[src/hdl/periph_pkg.sv]
// Shared widths, word types and register indices
// for the AXI-lite CPU peripheral block
package periph_pkg;

	// Bus geometry
	localparam int ADDR_W    = 6;
	localparam int DATA_W    = 32;
	localparam int ADDR_LSB  = 2;
	localparam int REG_IDX_W = 4;

	typedef logic [DATA_W-1:0]   word_t;
	typedef logic [DATA_W/8-1:0] strb_t;
	typedef logic [REG_IDX_W-1:0] reg_idx_t;

	// Word indices, anything else is reserved
	localparam reg_idx_t REG_PIC      = 4'd0;
	localparam reg_idx_t REG_TMRA     = 4'd4;
	localparam reg_idx_t REG_TMRB     = 4'd5;
	localparam reg_idx_t REG_TMRC     = 4'd6;
	localparam reg_idx_t REG_CNT_BASE = 4'd8;
	localparam reg_idx_t REG_CLOCKS   = 4'd8;
	localparam reg_idx_t REG_OPSTALL  = 4'd9;
	localparam reg_idx_t REG_PFSTALL  = 4'd10;
	localparam reg_idx_t REG_ICOUNT   = 4'd11;

	localparam int N_TIMERS   = 3;
	localparam int N_COUNTERS = 4;

	// Interrupt controller word layout
	localparam int MAX_INTS        = 15;
	localparam int AUTO_RELOAD_BIT = 31;
	localparam int PIC_ENABLE_LSB  = 16;
	localparam int PIC_MASTER_BIT  = 31;
	localparam int PIC_ACTIVE_BIT  = 15;

endpackage

[src/hdl/reg_write_if.sv]
// Decoded register write, from the AXI-lite write port
// to the interrupt controller, timers and counters
`timescale 1ns/1ns

interface reg_write_if;

	logic                 wr_stb;
	periph_pkg::reg_idx_t wr_idx;
	periph_pkg::word_t    wr_data;
	periph_pkg::strb_t    wr_strb;

	// Write port side
	modport source (output wr_stb, wr_idx, wr_data, wr_strb);

	// Register side, acts on wr_stb when wr_idx matches
	modport sink (input wr_stb, wr_idx, wr_data, wr_strb);

endinterface

[src/hdl/axil_write_port.sv]
// AXI-lite write address, write data and write response channels,
// plus the one-cycle register write strobe
`timescale 1ns/1ns

module axil_write_port (
	input  logic                            S_AXI_ACLK,
	input  logic                            i_cpu_reset,
	input  logic                            i_awvalid,
	input  logic [periph_pkg::ADDR_W-1:0]   i_awaddr,
	input  logic                            i_wvalid,
	input  periph_pkg::word_t               i_wdata,
	input  periph_pkg::strb_t               i_wstrb,
	input  logic                            i_bready,
	output logic                            o_awready,
	output logic                            o_wready,
	output logic                            o_bvalid,
	output logic [1:0]                      o_bresp,
	reg_write_if.source                     o_wr
);

	logic axil_awready;

	////////////////////
	// Write acceptance
	////////////////////

	// Address and data go together, one beat at a time.
	// Held off while a response is still waiting on BREADY
	always_ff @(posedge S_AXI_ACLK) begin
		if (i_cpu_reset)
			axil_awready <= 1'b0;
		else
			axil_awready <= !axil_awready && i_awvalid && i_wvalid
				&& (!o_bvalid || i_bready);
	end

	assign o_awready = axil_awready;
	assign o_wready  = axil_awready;

	// Present the accepted beat to the registers
	assign o_wr.wr_stb  = axil_awready;
	assign o_wr.wr_idx  = i_awaddr[periph_pkg::ADDR_W-1:periph_pkg::ADDR_LSB];
	assign o_wr.wr_data = i_wdata;
	assign o_wr.wr_strb = i_wstrb;

	////////////////////
	// Write response
	////////////////////

	always_ff @(posedge S_AXI_ACLK) begin
		if (i_cpu_reset)
			o_bvalid <= 1'b0;
		else if (axil_awready)
			o_bvalid <= 1'b1;
		else if (i_bready)
			o_bvalid <= 1'b0;
	end

	// Always OKAY
	assign o_bresp = 2'b00;

endmodule

[src/hdl/int_controller.sv]
// Primary interrupt controller: status latches, per-source enables,
// master enable and the registered interrupt output
`timescale 1ns/1ns

module int_controller #(
	parameter int N_INTS = 5
) (
	input  logic              S_AXI_ACLK,
	input  logic              i_cpu_reset,
	reg_write_if.sink         i_wr,
	input  logic [N_INTS-1:0] i_ints,
	output periph_pkg::word_t o_word,
	output logic              o_interrupt
);

	localparam int EN_LSB = periph_pkg::PIC_ENABLE_LSB;
	localparam int MI     = periph_pkg::MAX_INTS;

	logic              pic_hit;
	logic [N_INTS-1:0] status;
	logic [N_INTS-1:0] enables;
	logic              master_en;
	logic              active;
	logic [N_INTS-1:0] clr_field;
	logic [N_INTS-1:0] en_field;
	logic [MI-1:0]     status_w;
	logic [MI-1:0]     enable_w;

	assign pic_hit   = i_wr.wr_stb && (i_wr.wr_idx == periph_pkg::REG_PIC);
	assign clr_field = i_wr.wr_data[N_INTS-1:0];
	assign en_field  = i_wr.wr_data[EN_LSB +: N_INTS];

	// Status. A new input wins over a clear in the same cycle
	always_ff @(posedge S_AXI_ACLK) begin
		if (i_cpu_reset)
			status <= '0;
		else if (pic_hit)
			status <= (status & ~clr_field) | i_ints;
		else
			status <= status | i_ints;
	end

	////////////////////
	// Enables
	////////////////////

	// Master bit set: turn on master and listed enables.
	// Master bit clear: drop listed enables, or master if none listed
	always_ff @(posedge S_AXI_ACLK) begin
		if (i_cpu_reset) begin
			enables   <= '0;
			master_en <= 1'b0;
		end else if (pic_hit) begin
			if (i_wr.wr_data[periph_pkg::PIC_MASTER_BIT]) begin
				master_en <= 1'b1;
				enables   <= enables | en_field;
			end else if (|en_field) begin
				enables <= enables & ~en_field;
			end else begin
				master_en <= 1'b0;
			end
		end
	end

	assign active = |(status & enables);

	// Pad both fields out to the full controller width
	always_comb begin
		status_w = '0;
		enable_w = '0;
		status_w[N_INTS-1:0] = status;
		enable_w[N_INTS-1:0] = enables;
	end

	always_comb begin
		o_word = '0;
		o_word[MI-1:0]                      = status_w;
		o_word[periph_pkg::PIC_ACTIVE_BIT]  = active;
		o_word[EN_LSB +: MI]                = enable_w;
		o_word[periph_pkg::PIC_MASTER_BIT]  = master_en;
	end

	always_ff @(posedge S_AXI_ACLK) begin
		if (i_cpu_reset)
			o_interrupt <= 1'b0;
		else
			o_interrupt <= master_en && active;
	end

endmodule

[src/hdl/interval_timer.sv]
// Down-counting interval timer with optional auto-reload
// and a one-cycle terminal-count interrupt
`timescale 1ns/1ns

module interval_timer #(
	parameter periph_pkg::reg_idx_t REG_ADDR = periph_pkg::REG_TMRA
) (
	input  logic              S_AXI_ACLK,
	input  logic              i_cpu_reset,
	input  logic              i_run,
	reg_write_if.sink         i_wr,
	output periph_pkg::word_t o_word,
	output logic              o_int
);

	localparam int CNT_W = periph_pkg::AUTO_RELOAD_BIT;

	logic             tmr_hit;
	logic [CNT_W-1:0] count;
	logic [CNT_W-1:0] reload;
	logic             auto_reload;

	assign tmr_hit = i_wr.wr_stb && (i_wr.wr_idx == REG_ADDR);

	always_ff @(posedge S_AXI_ACLK) begin
		if (i_cpu_reset) begin
			count       <= '0;
			reload      <= '0;
			auto_reload <= 1'b0;
			o_int       <= 1'b0;
		end else begin
			o_int <= 1'b0;
			if (tmr_hit) begin
				// Full word load, reload only kept with the flag set
				count       <= i_wr.wr_data[CNT_W-1:0];
				auto_reload <= i_wr.wr_data[periph_pkg::AUTO_RELOAD_BIT];
				if (i_wr.wr_data[periph_pkg::AUTO_RELOAD_BIT])
					reload <= i_wr.wr_data[CNT_W-1:0];
				else
					reload <= '0;
			end else if (i_run && (count != '0)) begin
				if (count == CNT_W'(1)) begin
					// Terminal count
					count <= reload;
					o_int <= 1'b1;
				end else begin
					count <= count - 1'b1;
				end
			end
		end
	end

	assign o_word = {auto_reload, count};

endmodule

[src/hdl/perf_counters.sv]
// Supervisor performance counters: clocks, operand stalls,
// prefetch stalls and retired instructions, with byte-strobed presets
`timescale 1ns/1ns

module perf_counters (
	input  logic              S_AXI_ACLK,
	input  logic              i_cpu_reset,
	input  logic              i_run,
	input  logic              i_opstall,
	input  logic              i_pfstall,
	input  logic              i_icount,
	reg_write_if.sink         i_wr,
	output periph_pkg::word_t [periph_pkg::N_COUNTERS-1:0] o_words
);

	logic [periph_pkg::N_COUNTERS-1:0] events;

	// Event order follows the register order from REG_CNT_BASE
	assign events = {i_icount, i_pfstall, i_opstall, i_run};

	// Replace only the strobed byte lanes
	function automatic periph_pkg::word_t apply_strb(
		input periph_pkg::word_t prior,
		input periph_pkg::word_t data,
		input periph_pkg::strb_t strb
	);
		periph_pkg::word_t result;

		for (int k = 0; k < periph_pkg::DATA_W/8; k++) begin
			result[k*8 +: 8] = strb[k] ? data[k*8 +: 8] : prior[k*8 +: 8];
		end
		return result;
	endfunction

	////////////////////
	// One counter per event
	////////////////////

	for (genvar i = 0; i < periph_pkg::N_COUNTERS; i++) begin : g_cnt
		localparam periph_pkg::reg_idx_t IDX =
			periph_pkg::reg_idx_t'(periph_pkg::REG_CNT_BASE + i);

		logic cnt_hit;

		assign cnt_hit = i_wr.wr_stb && (i_wr.wr_idx == IDX);

		// Preset beats the increment
		always_ff @(posedge S_AXI_ACLK) begin
			if (i_cpu_reset)
				o_words[i] <= '0;
			else if (cnt_hit)
				o_words[i] <= apply_strb(o_words[i], i_wr.wr_data, i_wr.wr_strb);
			else if (events[i])
				o_words[i] <= o_words[i] + 1'b1;
		end
	end

endmodule

[src/hdl/axil_read_port.sv]
// AXI-lite read address acceptance, register read multiplexer
// and the read data channel
`timescale 1ns/1ns

module axil_read_port (
	input  logic                                          S_AXI_ACLK,
	input  logic                                          i_cpu_reset,
	input  logic                                          i_arvalid,
	input  logic [periph_pkg::ADDR_W-1:0]                 i_araddr,
	input  logic                                          i_rready,
	input  periph_pkg::word_t                             i_pic_word,
	input  periph_pkg::word_t [periph_pkg::N_TIMERS-1:0]   i_timer_words,
	input  periph_pkg::word_t [periph_pkg::N_COUNTERS-1:0] i_count_words,
	output logic                                          o_arready,
	output logic                                          o_rvalid,
	output periph_pkg::word_t                             o_rdata,
	output logic [1:0]                                    o_rresp
);

	periph_pkg::reg_idx_t rd_idx;
	periph_pkg::word_t    sel_word;
	logic                 rd_accept;

	// One read in flight at most
	assign o_arready = !o_rvalid;
	assign rd_accept = i_arvalid && o_arready;
	assign rd_idx    = i_araddr[periph_pkg::ADDR_W-1:periph_pkg::ADDR_LSB];

	////////////////////
	// Register select
	////////////////////

	always_comb begin
		case (rd_idx)
			periph_pkg::REG_PIC:     sel_word = i_pic_word;
			periph_pkg::REG_TMRA:    sel_word = i_timer_words[0];
			periph_pkg::REG_TMRB:    sel_word = i_timer_words[1];
			periph_pkg::REG_TMRC:    sel_word = i_timer_words[2];
			periph_pkg::REG_CLOCKS:  sel_word = i_count_words[0];
			periph_pkg::REG_OPSTALL: sel_word = i_count_words[1];
			periph_pkg::REG_PFSTALL: sel_word = i_count_words[2];
			periph_pkg::REG_ICOUNT:  sel_word = i_count_words[3];
			// Reserved
			default:                 sel_word = '0;
		endcase
	end

	////////////////////
	// Read data channel
	////////////////////

	always_ff @(posedge S_AXI_ACLK) begin
		if (i_cpu_reset)
			o_rvalid <= 1'b0;
		else if (rd_accept)
			o_rvalid <= 1'b1;
		else if (i_rready)
			o_rvalid <= 1'b0;
	end

	// Data only moves on accept, so it holds through back-pressure
	always_ff @(posedge S_AXI_ACLK) begin
		if (i_cpu_reset)
			o_rdata <= '0;
		else if (rd_accept)
			o_rdata <= sel_word;
	end

	assign o_rresp = 2'b00;

endmodule

[src/hdl/periph_top.sv]
// Peripheral block top level: AXI-lite ports, interrupt controller,
// three interval timers and the supervisor performance counters
`timescale 1ns/1ns

module periph_top #(
	parameter int N_EXT_INTS = 2
) (
	input  logic                          S_AXI_ACLK,
	input  logic                          i_cpu_reset,
	// AXI-lite slave
	input  logic                          S_AXI_AWVALID,
	output logic                          S_AXI_AWREADY,
	input  logic [periph_pkg::ADDR_W-1:0] S_AXI_AWADDR,
	input  logic                          S_AXI_WVALID,
	output logic                          S_AXI_WREADY,
	input  periph_pkg::word_t             S_AXI_WDATA,
	input  periph_pkg::strb_t             S_AXI_WSTRB,
	output logic                          S_AXI_BVALID,
	input  logic                          S_AXI_BREADY,
	output logic [1:0]                    S_AXI_BRESP,
	input  logic                          S_AXI_ARVALID,
	output logic                          S_AXI_ARREADY,
	input  logic [periph_pkg::ADDR_W-1:0] S_AXI_ARADDR,
	output logic                          S_AXI_RVALID,
	input  logic                          S_AXI_RREADY,
	output periph_pkg::word_t             S_AXI_RDATA,
	output logic [1:0]                    S_AXI_RRESP,
	// CPU status
	input  logic                          i_cpu_halted,
	input  logic                          i_cpu_opstall,
	input  logic                          i_cpu_pfstall,
	input  logic                          i_cpu_icount,
	input  logic [N_EXT_INTS-1:0]         i_ext_ints,
	output logic                          o_interrupt
);

	localparam int N_INTS = periph_pkg::N_TIMERS + N_EXT_INTS;

	periph_pkg::word_t                             pic_word;
	periph_pkg::word_t [periph_pkg::N_TIMERS-1:0]   timer_words;
	periph_pkg::word_t [periph_pkg::N_COUNTERS-1:0] count_words;
	logic [periph_pkg::N_TIMERS-1:0]               timer_ints;
	logic [N_INTS-1:0]                             int_vector;
	logic                                          cpu_run;

	reg_write_if wr_bus ();

	// Timers and clock counter freeze while halted
	assign cpu_run = !i_cpu_halted;

	// Timers in the low bits, external sources above
	assign int_vector = {i_ext_ints, timer_ints};

	axil_write_port u_wr_port (
		.S_AXI_ACLK (S_AXI_ACLK),   .i_cpu_reset(i_cpu_reset),
		.i_awvalid  (S_AXI_AWVALID), .i_awaddr  (S_AXI_AWADDR),
		.i_wvalid   (S_AXI_WVALID),  .i_wdata   (S_AXI_WDATA),
		.i_wstrb    (S_AXI_WSTRB),   .i_bready  (S_AXI_BREADY),
		.o_awready  (S_AXI_AWREADY), .o_wready  (S_AXI_WREADY),
		.o_bvalid   (S_AXI_BVALID),  .o_bresp   (S_AXI_BRESP),
		.o_wr       (wr_bus.source)
	);

	int_controller #(.N_INTS(N_INTS)) u_pic (
		.S_AXI_ACLK(S_AXI_ACLK), .i_cpu_reset(i_cpu_reset),
		.i_wr(wr_bus.sink), .i_ints(int_vector),
		.o_word(pic_word), .o_interrupt(o_interrupt)
	);

	////////////////////
	// Timers
	////////////////////

	interval_timer #(.REG_ADDR(periph_pkg::REG_TMRA)) u_tmr_a (
		.S_AXI_ACLK(S_AXI_ACLK), .i_cpu_reset(i_cpu_reset), .i_run(cpu_run),
		.i_wr(wr_bus.sink), .o_word(timer_words[0]), .o_int(timer_ints[0])
	);

	interval_timer #(.REG_ADDR(periph_pkg::REG_TMRB)) u_tmr_b (
		.S_AXI_ACLK(S_AXI_ACLK), .i_cpu_reset(i_cpu_reset), .i_run(cpu_run),
		.i_wr(wr_bus.sink), .o_word(timer_words[1]), .o_int(timer_ints[1])
	);

	interval_timer #(.REG_ADDR(periph_pkg::REG_TMRC)) u_tmr_c (
		.S_AXI_ACLK(S_AXI_ACLK), .i_cpu_reset(i_cpu_reset), .i_run(cpu_run),
		.i_wr(wr_bus.sink), .o_word(timer_words[2]), .o_int(timer_ints[2])
	);

	perf_counters u_counters (
		.S_AXI_ACLK(S_AXI_ACLK), .i_cpu_reset(i_cpu_reset),
		.i_run(cpu_run), .i_opstall(i_cpu_opstall),
		.i_pfstall(i_cpu_pfstall), .i_icount(i_cpu_icount),
		.i_wr(wr_bus.sink), .o_words(count_words)
	);

	axil_read_port u_rd_port (
		.S_AXI_ACLK   (S_AXI_ACLK),    .i_cpu_reset(i_cpu_reset),
		.i_arvalid    (S_AXI_ARVALID), .i_araddr   (S_AXI_ARADDR),
		.i_rready     (S_AXI_RREADY),  .i_pic_word (pic_word),
		.i_timer_words(timer_words),   .i_count_words(count_words),
		.o_arready    (S_AXI_ARREADY), .o_rvalid   (S_AXI_RVALID),
		.o_rdata      (S_AXI_RDATA),   .o_rresp    (S_AXI_RRESP)
	);

endmodule

[config.mk]
export PLATFORM = sky130hd
export DESIGN_NAME = periph_top
export DESIGN_NICKNAME = d
export VERILOG_FILES = /design/src/hdl/periph_pkg.sv /design/src/hdl/reg_write_if.sv /design/src/hdl/axil_write_port.sv /design/src/hdl/int_controller.sv /design/src/hdl/interval_timer.sv /design/src/hdl/perf_counters.sv /design/src/hdl/axil_read_port.sv /design/src/hdl/periph_top.sv
export SDC_FILE = /design/constraint.sdc
export NUM_CORES = 1
export LEC_CHECK = 0
export BUFFER_PORTS_ARGS = -buffer_cell sky130_fd_sc_hd__buf_2
export CAP_MARGIN = 15
export CORE_AREA = 2 2 218 220
export DETAILED_ROUTE_END_ITERATION = 10
export DIE_AREA = 0 0 220 222
export GPL_ROUTABILITY_DRIVEN = 0
export PLACE_DENSITY = 0.63
export SLEW_MARGIN = 20
export SYNTH_ARGS = -nofsm -noshare
export SYNTH_HDL_FRONTEND = slang
export SYNTH_SLANG_ARGS = --single-unit
[constraint.sdc]
create_clock -name S_AXI_ACLK -period 5.1 [get_ports S_AXI_ACLK]
set_input_delay 0.51 -clock S_AXI_ACLK [delete_from_list [all_inputs] [get_ports S_AXI_ACLK]]
set_output_delay 0.51 -clock S_AXI_ACLK [all_outputs]
set_load 0.05 [all_outputs]
==> results.cfg <==
[clock_tree]
cts_setup_buffers = 0
cts_tree = done
cts_inserted_buffers = 44
cts_sinks = 367
h-tree-depth = 2
clkLatencyLatePin_ns = 0.58
cts_resized = 0
cts_max_path_buffers = 3
cts_root_buf = clkbuf_16
cts_hold_buffers = 0
clk_pin_slew_ns = 0.06

[routing]
post_drt_wl_per_cell_um = 26.81
ant_nets = 0
num_vias = 22580
routed_via_density = 6.840
drtIter0Drc = 3576
wl_um = 88490
drc = 0
dr.pass1.iters = 7

[die]
initial_core_util_pct = 44.66
chipHeight_um = 222
core-area_sq_mm = 0.04626
ios = 103
rows = 79
die_area_sq_mm = 0.04884
fp.dieW_um = 220

[yosys]
netlist_instances = 2724
syn_avg_cell_area_sq_um = 7.584
yosys-top-cells-area = dfxtp_1 36%, nand2_1 5.6%, a21oi_1 5.4%
yosysTopAreaCellShare_pct = 35.56
synth.distinct_cells = 80
synth_warnings = 0
ys_async_sr_fraction_pct = 0
seq_area_frac_synth_pct = 35.56
synth-edff-count = 0
syn_area_sq_mm = 0.02066
yosys.area.top_type = dfxtp_1
ys.flop_type = dfxtp_1
ys_seq_elements = 367

[min_path]
min_path_cells = 2
min_to = u_rd_port.o_rvalid$_SDFFE_PP0P_
min_from = S_AXI_RREADY
hp-class = input port to flip-flop

[setup_path]
crit_arrival_ns = 4.02
ff2ff_setup_slack_ns = 1.56
r2r_cells = 6
reg2reg_from = u_tmr_b.count[6]$_SDFFE_PP0P_
path_max_fanout = 20
crit_type = flip-flop to flip-flop
r2r_end = u_tmr_b.count[20]$_SDFFE_PP0P_
cp.required_ns = 5.58
end_kind = flip-flop
cp-start-kind = flip-flop

[sta]
report.final.slew_viol_count = 0
fin_crit_sh_pct = 69.38
setup_violations = 0
rsz0062_at_grt = false
max_freq_mhz = 282.6
skew_ns = 0.01273
setup_tns_ns = 0
finalHoldViolations = 0
tightest_slew_ns = 1.163
min_period_ns = 3.539
max-slew-margin-rel_pct = 21.88

[layout]
final_common_cell = dfxtp_1
syn_to_final_growth_pct = 10.53
fin_nets = 2733
drive_gt1_share_pct = 9.591
fin_util_pct = 49.36
layout_common_cells = 367 x dfxtp_1, 307 x nand2_1, 265 x nor2_1

[placement]
dp_hpwl_um = 61160
io_buffers = 94

[grt]
grt_overflow = 0
grt_pass1_vias = 20170
grt_pass1_wl_um = 130100
antenna_found_initial = 7
grt_max_degree = 136
grt_use_total_pct = 35.12

[pwr]
p_leak_nw = 7.827
peakVddDrop_uv = 427.9
pwr_density_cell_mw_per_mm2 = 457.7
design_power_total_mw = 10.45

[run]
maxCapViolCount = 0

[outcome]
status = complete, no violations
-- how the worst max path moves through the flow --
stage / from / endpoint / slack, ns / cells past startpoint
after detailed placement: u_tmr_b.count[6]$_SDFFE_PP0P_ / u_tmr_b.count[26]$_SDFFE_PP0P_ / 1.67 / 6
after global routing: u_tmr_b.count[6]$_SDFFE_PP0P_ / u_tmr_b.count[23]$_SDFFE_PP0P_ / 1.37 / 6
after global placement: u_tmr_b.count[6]$_SDFFE_PP0P_ / u_tmr_b.count[26]$_SDFFE_PP0P_ / 1.73 / 6
after CTS: u_tmr_b.count[6]$_SDFFE_PP0P_ / u_tmr_b.count[23]$_SDFFE_PP0P_ / 1.66 / 6
final: u_tmr_b.count[6]$_SDFFE_PP0P_ / u_tmr_b.count[20]$_SDFFE_PP0P_ / 1.56 / 6
after floorplan: u_wr_port.o_awready$_SDFF_PP0_ / u_counters.o_words[28]$_SDFFE_PP0P_ / 2.47 / 8
-- Yosys cell counts, types with 8 or more instances --
cell,number
a41oi_1,13
a2bb2oi_1,8
o41ai_1,9
a311oi_1,30
nor2_1,271
buf_2,8
and2_1,10
a31oi_1,39
a211oi_1,91
a2111oi_0,18
xnor2_1,34
a221oi_1,11
or2_2,12
inv_1,23
a211o_1,8
buf_1,17
nand3_1,163
xor2_1,35
and4_1,20
o21ai_0,73
o22ai_1,46
nor3b_1,9
clkbuf_1,212
nor4_1,69
a22oi_1,89
a21oi_1,222
nand4_1,40
a222oi_1,18
nand2b_1,12
mux2i_1,37
dfxtp_1,367
or4_1,10
o211ai_1,27
o31a_1,8
ha_1,10
o31ai_1,12
o21bai_1,31
nor3_1,98
nand2_1,309
and3_1,78
or3_1,23
-- power breakdown --
group,internal (mW),switching (mW),total (mW)
registers,3.11,0.629,3.74
clock network,1.97,1.31,3.28
logic,1.29,2.14,3.43
-- state kept, by name, summed over array words and instances, names as in the netlist, 31 cells and up, named ones only --
register / cells
u_counters.o_words: 128
u_rd_port.o_rdata: 32
u_tmr_a.count: 31
u_tmr_a.reload: 31
u_tmr_b.count: 31
u_tmr_b.reload: 31
u_tmr_c.count: 31
u_tmr_c.reload: 31
-- final cells by class --
| cell class | count | area [sq um] |
|---|---|---|
| antenna | 4 | 10.01 |
| clock buffer | 61 | 1306 |
| clock inverter | 13 | 167.7 |
| fill | 4567 | 23420 |
| inverter | 24 | 90.09 |
| multi-input combinational | 2091 | 12360 |
| sequential | 367 | 7347 |
| tap | 607 | 759.5 |
| timing repair buffer | 134 | 795.8 |
-- stage by stage --
stage / instances / setup WS (ns) / hold slack, ns / instance area [sq um]
after CTS: 3297 / 1.656 / 0.09224 / 22820
after floorplan: 2727 / 2.472 / 0.4130 / 20670
after global routing: 3297 / 1.365 / 0.1160 / 22830
final: 3301 / 1.561 / 0.1115 / 22840
after detailed placement: 3223 / 1.667 / 0.4435 / 21350
after global placement: 3223 / 1.727 / 0.4386 / 21330
-- layer usage --
| layer | track usage, % | wire length [um] |
|---|---|---|
| met1 | 46.68 | 33320 |
| met2 | 50.31 | 37250 |
| met3 | 10.56 | 12480 |
| met4 | 19.64 | 5423 |
| met5 | 0 | 23 |
-- critical path, stage by stage (launching register included) --
cell      delay, ns
dfxtp_1        0.41
nor4_1         0.89
nand4_2        0.48
o211ai_2       0.84
buf_4          0.38
nor2_1         0.16
a211oi_1       0.27
-- logic make-up (layout without fill, tap and decap cells) --
kind of cell               count (synthesis)  in the layout  synth area share, %
AOI/OAI and AO/OA                        806            806                26.36
xor gates and xnor gates                  69             69                2.925
adders and majority gates                 10             10               0.6056
buffers and inverters                    269            232                5.087
DFF                                      367            367                35.56
muxes                                     42             42                2.065
other                                      1              8              0.01815
and+or+nand+nor                         1160           1160                27.38
Note: power is estimated with default switching activity, not from simulation.
